## config.mk

```make
export PLATFORM = sky130hd
export DESIGN_NAME = wb_pin_bridge
export DESIGN_NICKNAME = d
export VERILOG_FILES = /design/src/hw/pin_ctrl_pkg.sv /design/src/hw/wb_pin_bridge.sv
export VERILOG_INCLUDE_DIRS = /design/src /design/src/hw
export SDC_FILE = /design/constraint.sdc
export NUM_CORES = 1
export LEC_CHECK = 0
export BUFFER_PORTS_ARGS = -buffer_cell sky130_fd_sc_hd__buf_2
export CAP_MARGIN = 20
export CORE_AREA = 2 2 91 93
export CTS_CLUSTER_DIAMETER = 30
export DETAILED_ROUTE_END_ITERATION = 10
export DIE_AREA = 0 0 93 95
export PLACE_DENSITY_LB_ADDON = 0.25
export SETUP_SLACK_MARGIN = 0.4
export SLEW_MARGIN = 20
export SYNTH_ARGS = -nofsm -noshare
export SYNTH_HDL_FRONTEND = slang
export SYNTH_SLANG_ARGS = --single-unit
```

## constraint.sdc

```tcl
create_clock -name clk -period 5.23 [get_ports clk]
set_input_delay 1.046 -clock clk [delete_from_list [all_inputs] [get_ports clk]]
set_output_delay 1.046 -clock clk [all_outputs]
set_load 0.005 [all_outputs]
```

## src/hw/pin_ctrl_config.svh

```systemverilog
`ifndef PIN_CTRL_CONFIG_SVH
`define PIN_CTRL_CONFIG_SVH

// number of pin controllers behind the bus.
`define PIN_COUNT 4

// wishbone data width, also the width of every pin register.
`define DATA_W 16

// word address width of the wishbone port.
`define ADDR_W 19

// width of the pin index field, address bits 15 to 8.
`define PIN_SEL_W 8

// width of the register offset field, address bits 7 to 0.
`define OFF_W 8

`endif

```

## src/hw/pin_ctrl_pkg.sv

```systemverilog
`include "pin_ctrl_config.svh"

package pin_ctrl_pkg;

  // command codes, written to the global or the local command register.
  typedef enum logic [`DATA_W-1:0] {
    cmd_none         = 0,
    cmd_start_output = 1,
    cmd_input_stream = 3,
    cmd_stop         = 5,
    cmd_const_level  = 6
  } pin_cmd_e;

  // word offsets inside a pin's slot.
  typedef enum logic [`OFF_W-1:0] {
    off_global_cmd  = 0,
    off_duty        = 1,
    off_anti_duty   = 2,
    off_cycles      = 3,
    off_run_inf     = 4,
    off_local_cmd   = 5,
    off_sample_rate = 6,
    off_sample_reg  = 7,
    off_sample_cnt  = 8
  } reg_offset_e;

  // one decoded bus write, sent to every pin controller.
  typedef struct packed {
    logic                  strobe;
    logic                  broadcast;
    logic [`PIN_SEL_W-1:0] pin_sel;
    reg_offset_e           offset;
    logic [`DATA_W-1:0]    data;
  } reg_write_t;

  // settings of one pin.
  typedef struct packed {
    logic [`DATA_W-1:0] duty;
    logic [`DATA_W-1:0] anti_duty;
    logic [`DATA_W-1:0] cycles;
    logic               run_inf;
    logic [`DATA_W-1:0] sample_rate;
  } pin_cfg_t;

  // readable state of one pin.
  typedef struct packed {
    logic [`DATA_W-1:0] sample_reg;
    logic [`DATA_W-1:0] sample_cnt;
  } pin_status_t;

endpackage

```

## src/hw/wb_pin_bridge.sv

```systemverilog
`timescale 1ns/1ns
`include "pin_ctrl_config.svh"

module wb_pin_bridge (
  input  logic                      clk,
  input  logic                      reset,
  input  logic                      wb_cyc,
  input  logic                      wb_stb,
  input  logic                      wb_we,
  input  logic [`ADDR_W-1:0]        wb_adr,
  input  logic [`DATA_W-1:0]        wb_dat_w,
  output logic [`DATA_W-1:0]        wb_dat_r,
  output logic                      wb_ack,
  output pin_ctrl_pkg::reg_write_t  wr,
  output logic [`PIN_SEL_W-1:0]     rd_sel,
  output pin_ctrl_pkg::reg_offset_e rd_off,
  input  pin_ctrl_pkg::pin_status_t status [`PIN_COUNT]
);
  import pin_ctrl_pkg::*;

  logic               req;
  pin_status_t        sel_status;
  logic [`DATA_W-1:0] read_word;

  assign req    = wb_cyc & wb_stb;
  assign rd_sel = wb_adr[`OFF_W +: `PIN_SEL_W];
  assign rd_off = reg_offset_e'(wb_adr[`OFF_W-1:0]);

  // one wait cycle, then ack for exactly one cycle.
  always_ff @(posedge clk) begin
    if (reset) begin
      wb_ack <= 1'b0;
    end else begin
      wb_ack <= req & ~wb_ack;
    end
  end

  // the write lands in the pin registers on the edge that ends the ack cycle.
  // offset 0 is the global command and goes to every pin.
  assign wr = '{
    strobe:    req & wb_we & wb_ack,
    broadcast: (rd_off == off_global_cmd),
    pin_sel:   rd_sel,
    offset:    rd_off,
    data:      wb_dat_w
  };

  always_comb begin
    sel_status = '0;
    for (int i = 0; i < `PIN_COUNT; i++) begin
      if (rd_sel == i) begin
        sel_status = status[i];
      end
    end
    case (rd_off)
      off_sample_reg: read_word = sel_status.sample_reg;
      off_sample_cnt: read_word = sel_status.sample_cnt;
      default:        read_word = '0;
    endcase
  end

  // read data is captured with ack, so it is stable through the ack cycle.
  always_ff @(posedge clk) begin
    if (req & ~wb_ack & ~wb_we) begin
      wb_dat_r <= read_word;
    end else begin
      wb_dat_r <= '0;
    end
  end

endmodule

```

## Word level (Yosys, flattened, before mapping)

Index checks and enable logic that the tools add are counted.

- Output and inout port bits: 67
- Register bits: 17

- Equality and inequality tests: 5
- Bitwise operators: 7
- Reduce and logical (&&, ||, !) cells: 2
- Muxes and demuxes: 5

Operator list:

| cell | count |
|---|---|
| $mux 32 | 4 |
| $pmux 16 s2 | 1 |
| $eq 8x2->1 const B | 2 |
| $logic_not 8->1 | 2 |
| $eq 8x1->1 const B | 1 |
| $eq 8x3->1 const B | 1 |
| $eq 8x4->1 const B | 1 |
| $and 1x1->1 | 5 |
| $not 1->1 | 2 |

## Depth between registers and ports, before layout

Gate-level depths: netlist of run 1.

- Word-level depth: 6
- Depth in mapped cells: 6
- Gate-level depth less buffers: 4

## Worst setup path before layout of run 1

No wires, ideal clock.

- Path kind: input -> output
- Start point: input port wb_adr[5]
- End point: output port wr[32] (netlist name)
- Stages: 2
- Arrival: 1.814 ns
- Slack: 2.370 ns
- Buffers on the path: 0
- Required time: 4.184 ns
- Cells stage by stage: or4_4 -> nor3b_1

RTL lines:

| what | RTL line | source |
|---|---|---|
| start: declaration | wb_pin_bridge.sv:10 | `` input logic [`ADDR_W-1:0] wb_adr, `` |
| end: declaration | wb_pin_bridge.sv:14 | `output pin_ctrl_pkg::reg_write_t wr,` |

## Final worst setup path of run 1

- Start point: input port wb_adr[8]
- End point: register wb_dat_r[13]

- Longest elaborated chain between the ends: 6
- Elaborated cells on any way between the ends: 9
- Those cells by class: eq/ne (3); mux (5); reduce/logical (1)

RTL lines:

| what | RTL line | source |
|---|---|---|
| $logic_not 8->1 | wb_pin_bridge.sv:51 | `if (rd_sel == i) begin` |
| $mux 32 (3 in series) | wb_pin_bridge.sv:51 |  |
| $mux 32 (*) | wb_pin_bridge.sv:51 |  |
| $pmux 16 s2 (*) | wb_pin_bridge.sv:55 | `case (rd_off)` |
| end signal: assignment | wb_pin_bridge.sv:65 | `wb_dat_r <= read_word;` |
| end: declaration | wb_pin_bridge.sv:12 | `` output logic [`DATA_W-1:0] wb_dat_r, `` |

Every way passes the cells marked *; elsewhere a longest branch is shown, timed or not.
A chain may end at the register's enable or synchronous reset.

==> results of run 1 <==
-- layer usage --
layer	GRT usage, %	vias up	share of wire, %
met2	25.8	70	50
li1	-	1061	-
met3	1.04	10	4.6
met4	4.17	0	1.3
met5	0	-	0
met1	21.6	987	44
-- synth_stat cells --
library cell and instances:
buf_4 48, dfxtp_1 17, nor2b_1 17, a211o_1 16, mux2_2 16, nor3_1 16
o221ai_1 16, o22ai_1 16, clkbuf_1 15, o32ai_2 10, o32ai_1 6, nor2_1 3
buf_2 2, nand2_1 2, or4_4 2, and4_1 1, buf_6 1, nand2b_1 1
nand3_1 1, nand3b_1 1, nand4_1 1, nand4_4 1, nor3b_1 1, nor4_1 1
nor4_4 1, or3_2 1
-- where the power goes --
part | switching (W) | internal [W] | total [W]
clock network | 0.0000513 | 0.0000530 | 0.000104
logic | 0.0000647 | 0.0000788 | 0.000143
registers | 0.000000164 | 0.000130 | 0.000130
total | 0.000116 | 0.000261 | 0.000378
-- stage by stage --
step	instances	setup WS, ns	util [%]	hold slack, ns
2_1_floorplan	213	2.37	-	0.585
3_3_place_gp	453	1.74	32.6	0.604
3_5_place_dp	453	1.75	32.6	0.596
4_1_cts	457	2.04	33.2	0.607
5_1_grt	457	1.90	33.2	0.630
6_report	457	2.08	33.2	0.605
-- sequential cells by signal, summed over array words and instances (netlist names) --
name and count:
wb_dat_r 16, wb_ack 1
-- how the worst max path moves through the flow --
stage | from | end | slack, ns | cells past startpoint
finish | wb_adr[8] | wb_dat_r[13] | 2.08 | 4
global route | wb_adr[8] | wb_dat_r[13] | 1.90 | 4
CTS | wb_adr[8] | wb_dat_r[13] | 2.04 | 4
detailed placement | wb_adr[8] | wb_dat_r[13] | 1.75 | 4
global placement | wb_adr[8] | wb_dat_r[13] | 1.74 | 4
floorplan | wb_adr[5] | wr[32] | 2.37 | 2
-- tightest hold or removal path, delay by kind of cell (launching register included) --
kind / cells / cell delay (ns)
DFF: 1 / 0.34
and+or+nand+nor: 2 / 0.23
-- logic make-up (layout without fill, tap and decap cells) --
group	after synthesis	count (layout)	share of synthesized area, %
buffers and inverters	66	205	23.3
and+or+nand+nor	50	50	17.3
DFF	17	17	18.1
muxes	16	16	9.59
AOI/OAI and AO/OA	64	64	31.7
-- layout make-up --
class,count,area [µm²]
repair buffers,201,1010
clock buffers,3,41.3
flip-flops and latches,17,340
well taps,105,131
multi-input cells,130,1100
fillers,901,5300
clock inverters,1,5.00
==> results.md, run 1 <==
- Status: finished, final reports clean
- Worst Hold Path EP: wb_ack
- Worst R2R Path Depth: 4
- Row count: 33
- Router iterations before antenna repair: 4
- Hpwl dp: 5880 µm
- Dominant cells by area after synthesis: buf_4, dfxtp_1, mux2_2, o32ai_2, a211o_1
- Largest net degree at the start of global routing: 43
- Final Max Slew Viols: 0
- Routability cong.: roughly 0.81
- Fin. Hold Viols: 0
- DRT Wirelength: 7420 µm
- Sink Count: 17
- Cell taking the most area after synthesis: buf_4
- Core area: 7930 µm²
- Synthesized area: roughly 1900 µm²
- GRT overflow: 0
- Worst path bufs/invs: 1
- ANT nets after route: 0
- Top delay family on crit path: compound AO/OA/AOI/OAI gates
- Dpl cell area: about 2600 µm²
- Setup TNS: 0 ns
- Power Dens Cells: roughly 140 nW/µm²
- Clock transition at path regs: 0.07 ns
- Period utilisation layout: between 60% and 70%
- Most common cell after layout, fill and taps aside: buf_2
- Number of global-route vias before repair: ~2000
- Drt wl/cell: between 15 and 20 µm
- Yosys warning count: 0
- Setup-failing EPs final: 0
- Setup CP Type: input pin to flip-flop
- CP Capture Type: flip-flop
- Die W: 93 µm
- Ports: 235
- Post-layout minimum cycle time: 3.15 ns
- Commonest cells after routing, fill and taps aside: buf_2, nor2b_1, dfxtp_1
- Design area: ~2600 µm²
- #FFs+latches synth: 17
- Fmax: between 300 and 400 MHz
- Max_slew headroom: between 30% and 40%
- Type of origin of the critical path: input pin
- Area grow syn2layout: 39.9%
- Max-cap violations: 0
- Final #Nets: between 500 and 600
- CP required: roughly 5.3 ns
- Crit-path cells: buf_2 -> nand4_1 -> o221ai_1 -> o32ai_1
- Hold Path Class: flip-flop to flip-flop
- Sequential-to-total area share from yosys stat: between 10% and 20%
- All-Layer GR Usage: approximately 15%
- # DRC: 0
- Unrepaired setup endpoints after global routing: no
- CP max FO: 37
- Max clock buf depth: 2
- CP arrival: ~3.3 ns
- Die Y: about 95 µm
- Input/output buffers: 199
- Total power: 0.000378 W
- R2r startpoint: wb_ack
- Initial antenna violation count: 0
- Die area: a little under 9000 µm²
- CTS tree: built
- Synth top area share: a little under a fifth
- Clock root buffer: clkbuf_8
- Worst hold stages: 2
- Ant diodes: 0
- Syn avg cell area: approximately 9 µm²
- Max stage delay on crit path: 0.80 ns
- Leakage Power: roughly 1.3 nW
- Distinct cells, synth: 26
- CTS-repair resized insts: 0
- Hold Crit Start: wb_ack
- Starting density of the core: between 20% and 30%
- Clock Skews: 0.00548 ns
- Clk_lat worst skew: 0.26 ns
- Via count of the routed design: about 2100
- Num CTS Buffers: 3
- Starting DRT DRC Count: 76
- Hold_buf cts: 0
- Synthesized net count: 381
- Vias per std cell: 4.66
- H-Tree Depth: 1
- Worst-Margin Slew: around 0.98 ns
- Slowest cell on crit path: nand4_1
- FF-to-FF setup slack: 3.21 ns
- Cells after Synth: roughly 210
- Worst reg2reg endpoint: wb_dat_r[13]
- Share of cells above drive strength 1: approximately 67%
- Post CTS Setup Buffer Count: 0
- Max VDD drop: about 37 µV
- First-pass GRT wire length: around 11000 µm
No activity file was read; power rests on OpenSTA's default activity.
==> run 2, diff against run 1 <==
--- a/config.mk
+++ b/config.mk
@@ -8,10 +8,10 @@
 export LEC_CHECK = 0
 export BUFFER_PORTS_ARGS = -buffer_cell sky130_fd_sc_hd__buf_2
 export CAP_MARGIN = 20
-export CORE_AREA = 2 2 91 93
+export CORE_AREA = 2 2 90 92
 export CTS_CLUSTER_DIAMETER = 30
 export DETAILED_ROUTE_END_ITERATION = 10
-export DIE_AREA = 0 0 93 95
+export DIE_AREA = 0 0 92 94
 export PLACE_DENSITY_LB_ADDON = 0.25
 export SETUP_SLACK_MARGIN = 0.4
 export SLEW_MARGIN = 20
==> constraint.sdc (replaced) <==
create_clock -name clk -period 2.6 [get_ports clk]
set_input_delay 0.52 -clock clk [delete_from_list [all_inputs] [get_ports clk]]
set_output_delay 0.52 -clock clk [all_outputs]
set_load 0.005 [all_outputs]
==> run 2 against run 1 <==
  * Critical path depth is 2 higher
  * Power is 99% higher
  * Final cell count is 0.88% higher
  * Global-route usage is 0.39 points higher
  * Clock skew is 0.0014 ns lower
  * Wire length is 0.34% lower
  * Sequential share of layout area is 0.29 points lower
  * Non-clock buffer count is 7 higher
  * First-iteration DRC count is 57% lower
  * Clock-buffer cell count is 1 higher
  * Utilization is 2.2 points higher
  * Die area is 2.1% lower
  * Highest routed layer unchanged
==> results.md, run 2 (synthesis results as in run 1) <==
- Status: finished, final reports clean
- Clock transition at path regs: 0.07 ns (about the same)
- Core area: 7610 µm² (-4.0%)
- Fmax: 484 MHz
- Input/output buffers: 199 (unchanged)
- Die W: 92 µm (-1.1%)
- All-Layer GR Usage: 15.8% (+0.39 points)
- Worst-Margin Slew: 0.544 ns (-0.431 ns)
- Ports: 235 (unchanged)
- Fin. Hold Viols: 0 (unchanged)
- Core Util, Final: 35.4% (+2.2 points)
- Worst setup margin: 0.535 ns (-1.54 ns)
- Max clock buf depth: 2 (unchanged)
- Final #Nets: 528 (+1.3%)
- R2r startpoint: wb_ack
- Leakage Power: 1.35 nW (+2.6%)
- Area grow syn2layout: 43.1%
- Hold Path Class: input pin to flip-flop
- CP max FO: 11 (-70%)
- Starting DRT DRC Count: 33 (-57%)
- Vias per std cell: 4.77 (+2.5%)
- Drt wl/cell: 16.0 µm (-1.2%)
- Hold Crit Start: reset
- DRT Wirelength: 7390 µm (-0.34%)
- Row count: 32 (-3.0%)
- Via count of the routed design: 2200 (+3.4%)
- Unrepaired setup endpoints after global routing: no
- CP arrival: 2.22 ns (-1.03 ns)
- Share of cells above drive strength 1: 67.4% (+0.36 points)
- Starting density of the core: 24.7% (+1.0 points)
- Max-cap violations: 0 (unchanged)
- Setup TNS: 0 ns (unchanged)
- Die area: 8650 µm² (-2.1%)
- Clock root buffer: clkbuf_8
- Die Y: 94 µm (-1.1%)
- Most common cell after layout, fill and taps aside: buf_2
- CP Capture Type: flip-flop
- Area of the multi-input gates: 1100 µm² (unchanged)
- Fillers: 852 (-5.4%)
- Clock power frac: 26.5% (-1.1 points)
- H-Tree Depth: 1 (unchanged)
- Pre-CTS setup slack: 0.152 ns (-1.59 ns)
- First-pass GRT wire length: 10900 µm (+2.5%)
- Power Dens Cells: 280 nW/µm² (+95%)
- Setup-failing EPs final: 0 (unchanged)
- Max VDD drop: 101 µV (+180%)
- Largest net degree at the start of global routing: 34 (-21%)
- Post-layout minimum cycle time: between 2 and 2.5 ns
- Comb power frac: 38.8% (+0.8 points)
- Commonest cells after routing, fill and taps aside: buf_2, nor2b_1, dfxtp_1
- Final hold slack: 0.431 ns (-0.174 ns)
- Router iterations before antenna repair: 4 (unchanged)
- Largest regs: wb_dat_r (16), wb_ack (1)
- Register area: 340 µm² (unchanged)
- Final Max Slew Viols: 0 (unchanged)
- CP required: 2.76 ns (-2.57 ns)
- Hpwl dp: 6090 µm (+3.6%)
- Ant diodes: 0 (unchanged)
- Switching share of power: 29.5% (-1.3 points)
- Largest register FFs: 16 (unchanged)
- ANT nets after route: 0 (unchanged)
- Type of origin of the critical path: input pin
- Switching power of the nets: 0.000222 W (+91%)
- GRT overflow: 0 (unchanged)
- Initial antenna violation count: 0 (unchanged)
- Number of global-route vias before repair: 2177 (+7.7%)
- Max_slew headroom: 63.6% (+29 points)
- Routability cong.: 0.800 (-1.1%)
- Seq pwr share: 34.7% (+0.3 points)
- Internal power: 0.000531 W (+100%)
- Period utilisation layout: around four fifths
- Worst Setup SP: wb_adr[5]
- Sink Count: 17 (unchanged)
- Clk_lat worst skew: 0.25 ns (about the same)
- Num CTS Buffers: 3 (unchanged)
- Setup CP Type: input pin to flip-flop
- Clock Skews: 0.00403 ns (-0.00144 ns)
- Top reg by flops: wb_dat_r
- CTS tree: built
- # DRC: 0 (unchanged)
[run 2: cell types whose count changed in the layout (fill, tap and decap cells not counted), sizes merged]
cell | previous run | this run
buf | 201 | 208
clkbuf | 3 | 4
clkinv | 1 | 0
[run 2: power by group through the flow]
stage	clock [W]	sequential [W]	combinational (W)
final	0.000199	0.000261	0.000292
after global routing	0.000221	0.000261	0.000322
after CTS	0.000212	0.000261	0.000297
after floorplan	0	0.000267	0.000176
after global placement	0	0.000267	0.000293
after detailed placement	0	0.000267	0.000295
[run 2: critical path: stages]
cell	delay (ns)
buf_2	0.11
or4_4	0.55
nor4_4	0.37
nand4_4	0.20
buf_12	0.21
o32ai_1	0.26
[run 2: timing repair]
item / 4_1_cts / 5_1_grt
setup endpoints to repair: 0 / 7
setup buffers: 0 / 1
resized for setup: 0 / 0
hold buffers: 0 / 0
[run 2: path summary, 6_finish.rpt]
check / slack (ns) / to / cells after the start
setup / recovery: 0.54 / wb_dat_r[1] / 6
hold / removal: 0.43 / wb_ack / 2
setup reg to reg: 1.01 / wb_dat_r[1] / 5
hold reg to reg: 0.60 / wb_ack / 2
[run 2: cell type report]
| cell class | instances | share of cell area (%) |
|---|---|---|
| well taps | 102 | 4.74 |
| multi-input cells | 130 | 40.9 |
| repair buffers | 208 | 40.0 |
| flip-flops and latches | 17 | 12.7 |
| clock buffers | 4 | 1.67 |
[run 2: metal layers]
metal	part of all wire, %	vias to the layer above	global-route usage (%)
met5	0	-	0
met4	1.5	0	4.73
met3	6.1	10	2.25
met2	50	91	27.5
met1	42	1019	20.4
li1	-	1080	-
[run 2: through the flow]
stage | total power [W] | instances | area [µm²]
2_1_floorplan | 0.000443 | 213 | 1880
3_3_place_gp | 0.000560 | 456 | 2630
3_5_place_dp | 0.000562 | 456 | 2630
4_1_cts | 0.000770 | 460 | 2670
5_1_grt | 0.000804 | 461 | 2690
6_report | 0.000753 | 461 | 2690
==> run 3, diff against run 2 <==
--- a/config.mk
+++ b/config.mk
@@ -6,12 +6,13 @@
 export SDC_FILE = /design/constraint.sdc
 export NUM_CORES = 1
 export LEC_CHECK = 0
+export ABC_AREA = 1
 export BUFFER_PORTS_ARGS = -buffer_cell sky130_fd_sc_hd__buf_2
 export CAP_MARGIN = 20
-export CORE_AREA = 2 2 90 92
+export CORE_AREA = 2 2 92 94
 export CTS_CLUSTER_DIAMETER = 30
 export DETAILED_ROUTE_END_ITERATION = 10
-export DIE_AREA = 0 0 92 94
+export DIE_AREA = 0 0 94 96
 export PLACE_DENSITY_LB_ADDON = 0.25
 export SETUP_SLACK_MARGIN = 0.4
 export SLEW_MARGIN = 20
==> constraint.sdc (replaced) <==
create_clock -name clk -period 1.89 [get_ports clk]
set_input_delay 0.378 -clock clk [delete_from_list [all_inputs] [get_ports clk]]
set_output_delay 0.378 -clock clk [all_outputs]
set_load 0.005 [all_outputs]
==> run 3 against run 2 <==
  * Sequential cell count unchanged
  * Sequential power increased by 38%
  * Largest power group is now sequential cells
  * Global-route usage increased by 1.8 points
  * Via count increased by 40%
==> results.md, run 3 <==
- Yosys warning count: 0 (unchanged)
- CP arrival: 1.04 ns (-1.18 ns)
- Post-layout minimum cycle time: 1.41 ns
- #FFs+latches synth: 17 (unchanged)
- Die Y: 96 µm (+2.1%)
- All-Layer GR Usage: 17.7% (+1.8 points)
- Row count: 33 (+3.1%)
- Via count of the routed design: 3074 (+40%)
- Largest register FFs: 16 (unchanged)
- Hold Path Class: input pin to flip-flop
- Routability cong.: 0.773 (-3.4%)
- Drt wl/cell: 13.2 µm (-18%)
- CP Capture Type: output port
- Dominant cells by area after synthesis: nand2_1, buf_4, dfxtp_1, nand3_1, nor2_1
- Cell taking the most area after synthesis: nand2_1
- Starting density of the core: 28.6% (+3.9 points)
- Main combinational cell family by area after synthesis: simple AND/OR/NAND/NOR gates
- Starting DRT DRC Count: 67 (+100%)
- Max clock buf depth: 2 (unchanged)
- Synth top area share: 19.7% (+0.56 points)
- Type of origin of the critical path: input pin
- GRT overflow: 0 (unchanged)
- Post-synthesis xor/xnor area fraction: 0% (unchanged)
- EDFF count, synth: 0 (unchanged)
- Clock Skews: 0.00440 ns (+0.000360 ns)
- Setup CP Type: input pin to output port
- H-Tree Depth: 1 (unchanged)
- Asr flop ratio synth: 0% (unchanged)
- Input/output buffers: 199 (unchanged)
- Design area: 3190 µm² (+19%)
- CP max FO: 3 (-8)
- Sequential-to-total area share from yosys stat: 14.8% (-3.3 points)
- Register area: 340 µm² (unchanged)
- Largest net degree at the start of global routing: 39 (+15%)
- Clock transition at path regs: 0.07 ns (about the same)
- Max_slew headroom: 86.7% (+23 points)
- Share of cells above drive strength 1: 42.4% (-25 points)
- Synthesized area: 2300 µm² (+22%)
- Clock root buffer: clkbuf_8
- CTS tree: built
- Most common cell after layout, fill and taps aside: buf_2
- Setup-failing EPs final: 0 (unchanged)
- ANT nets after route: 0 (unchanged)
- Simple-gate portion of the synthesized area: 41.7% (+24 points)
- Crit-path cells: buf_2 -> nor2_2 -> and2_1 -> nor3b_2 -> buf_2
- # DRC: 0 (unchanged)
- Number of global-route vias before repair: 2605 (+20%)
- Most frequent cell after synthesis: nand2_1
- Largest regs: wb_dat_r (16), wb_ack (1)
- Top FF cell, synth: dfxtp_1
- Sink Count: 17 (unchanged)
- Mux cell area share after synthesis: 0% (-9.6 points)
- Synth Area in Compound Gates: 14.8% (-17 points)
- Fin. Hold Viols: 0 (unchanged)
- Core area: 8050 µm² (+5.8%)
- Area of the multi-input gates: 1320 µm² (+20%)
- Num CTS Buffers: 3 (unchanged)
- Die area: 9020 µm² (+4.3%)
- Leakage Power: 1.89 nW (+40%)
- Status: finished, final reports clean
- Critical path's most frequent cell: buf_2
- Initial antenna violation count: 0 (unchanged)
- DRT Wirelength: 8770 µm (+19%)
- Router iterations before antenna repair: 4 (unchanged)
- Unrepaired setup endpoints after global routing: no
- Cells after Synth: 407 (+91%)
- Hpwl dp: 7260 µm (+19%)
- Fillers: 904 (+6.1%)
- Setup TNS: 0 ns (unchanged)
- Vias per std cell: 4.63 (-3.0%)
- Final #Nets: 728 (+38%)
- Area grow syn2layout: 38.7%
- CP required: 1.51 ns (-1.25 ns)
- Max stage delay on crit path: 0.15 ns (-0.40 ns)
- Adder-Cell Fraction of Synth Area: 0% (unchanged)
- Syn avg cell area: 5.65 µm² (-36%)
- Fmax: between 700 and 800 MHz
- Slowest cell on crit path: nor3b_2
- Clk_lat worst skew: 0.25 ns (about the same)
- Ant diodes: 0 (unchanged)
- Top delay family on crit path: simple AND/OR/NAND/NOR gates
- Dpl cell area: 3090 µm² (+18%)
- Commonest cells after routing, fill and taps aside: buf_2, nand2_1, nand3_1, nor2_1, inv_1
- Ports: 235 (unchanged)
- Die W: 94 µm (+2.2%)
- Period utilisation layout: around three quarters
- Max-cap violations: 0 (unchanged)
- Worst-Margin Slew: 0.198 ns (-0.346 ns)
- First-pass GRT wire length: 12400 µm (+14%)
- Final Max Slew Viols: 0 (unchanged)
- Distinct cells, synth: 21 (-19%)
- Post-synth top cells: nand2_1, buf_4, nand3_1
- Power Dens Cells: 294 nW/µm² (+4.9%)
- Worst path bufs/invs: 2 (unchanged)
- Max VDD drop: 142 µV (+40%)
- Synthesized net count: 575 (+51%)
- Top reg by flops: wb_dat_r
[run 3: cell types whose count changed after synthesis, sizes merged, moves of 17 or more]
cell and delta:
o211ai +20, nand2 +121, inv +36, nor2 +44, o21ai +22, nor2b -17
nand3 +48
[run 3: kinds of logic (layout without fill, tap and decap cells)]
family	after synthesis	after routing
AO/OA/AOI/OAI	58	58
flip-flops	17	17
AND/OR/NAND/NOR	225	225
buffers and inverters	107	259
[run 3: cell type report]
class                   count  share of cell area (%)
clock buffers               4                    1.41
inverters                  36                    4.23
multi-input cells         283                    41.4
flip-flops and latches     17                    10.7
well taps                 105                    4.12
repair buffers            219                    38.2
[run 3: routing by layer]
metal	vias to the layer above	GRT usage (%)	part of all wire, %
met5	-	0	0
met2	156	33.2	50
li1	1552	-	-
met3	6	2.74	9.0
met1	1360	21.2	41
met4	0	3.50	0.63
[run 3: path summary, 6_finish.rpt]
check	start	end	slack, ns	cells after the start
worst min register to register	wb_ack	wb_ack	0.46	1
worst max register to register	wb_ack	wb_dat_r[6]	0.98	4
worst min-delay path	reset	wb_ack	0.28	2
worst max-delay path	wb_adr[5]	wr[32]	0.48	5
[run 3: per-stage QoR]
stage	util (%)	total power (W)	hold WS, ns	setup WS, ns	cells
after floorplan	-	0.000514	0.444	0.520	407
after global placement	38.4	0.000653	0.423	0.128	657
after detailed placement	38.4	0.000656	0.454	0.126	657
after CTS	39.0	0.000943	0.271	0.423	661
after global routing	39.6	0.000990	0.275	0.396	664
final	39.6	0.000937	0.277	0.477	664
[run 3: report_power, final]
group / leakage [nW] / internal [W] / switching [W]
clock: 0.0228 / 0.000150 / 0.000133
combinational: 1.73 / 0.000158 / 0.000137
sequential: 0.137 / 0.000359 / 0.000000656
total: 1.89 / 0.000667 / 0.000270
[run 3: what timing repair did]
action,4_1_cts,5_1_grt
pin swaps,1,2
gates resized for setup,1,10
hold buffers,0,0
endpoints found under the setup margin,2,13
setup buffers,0,3
[run 3: worst register-to-register path: cells and delay by family (launching register included)]
kind	cells	cell delay (ns)
AND/OR/NAND/NOR	1	0.07
AO/OA/AOI/OAI	1	0.07
buffers and inverters	2	0.29
flip-flops	1	0.36
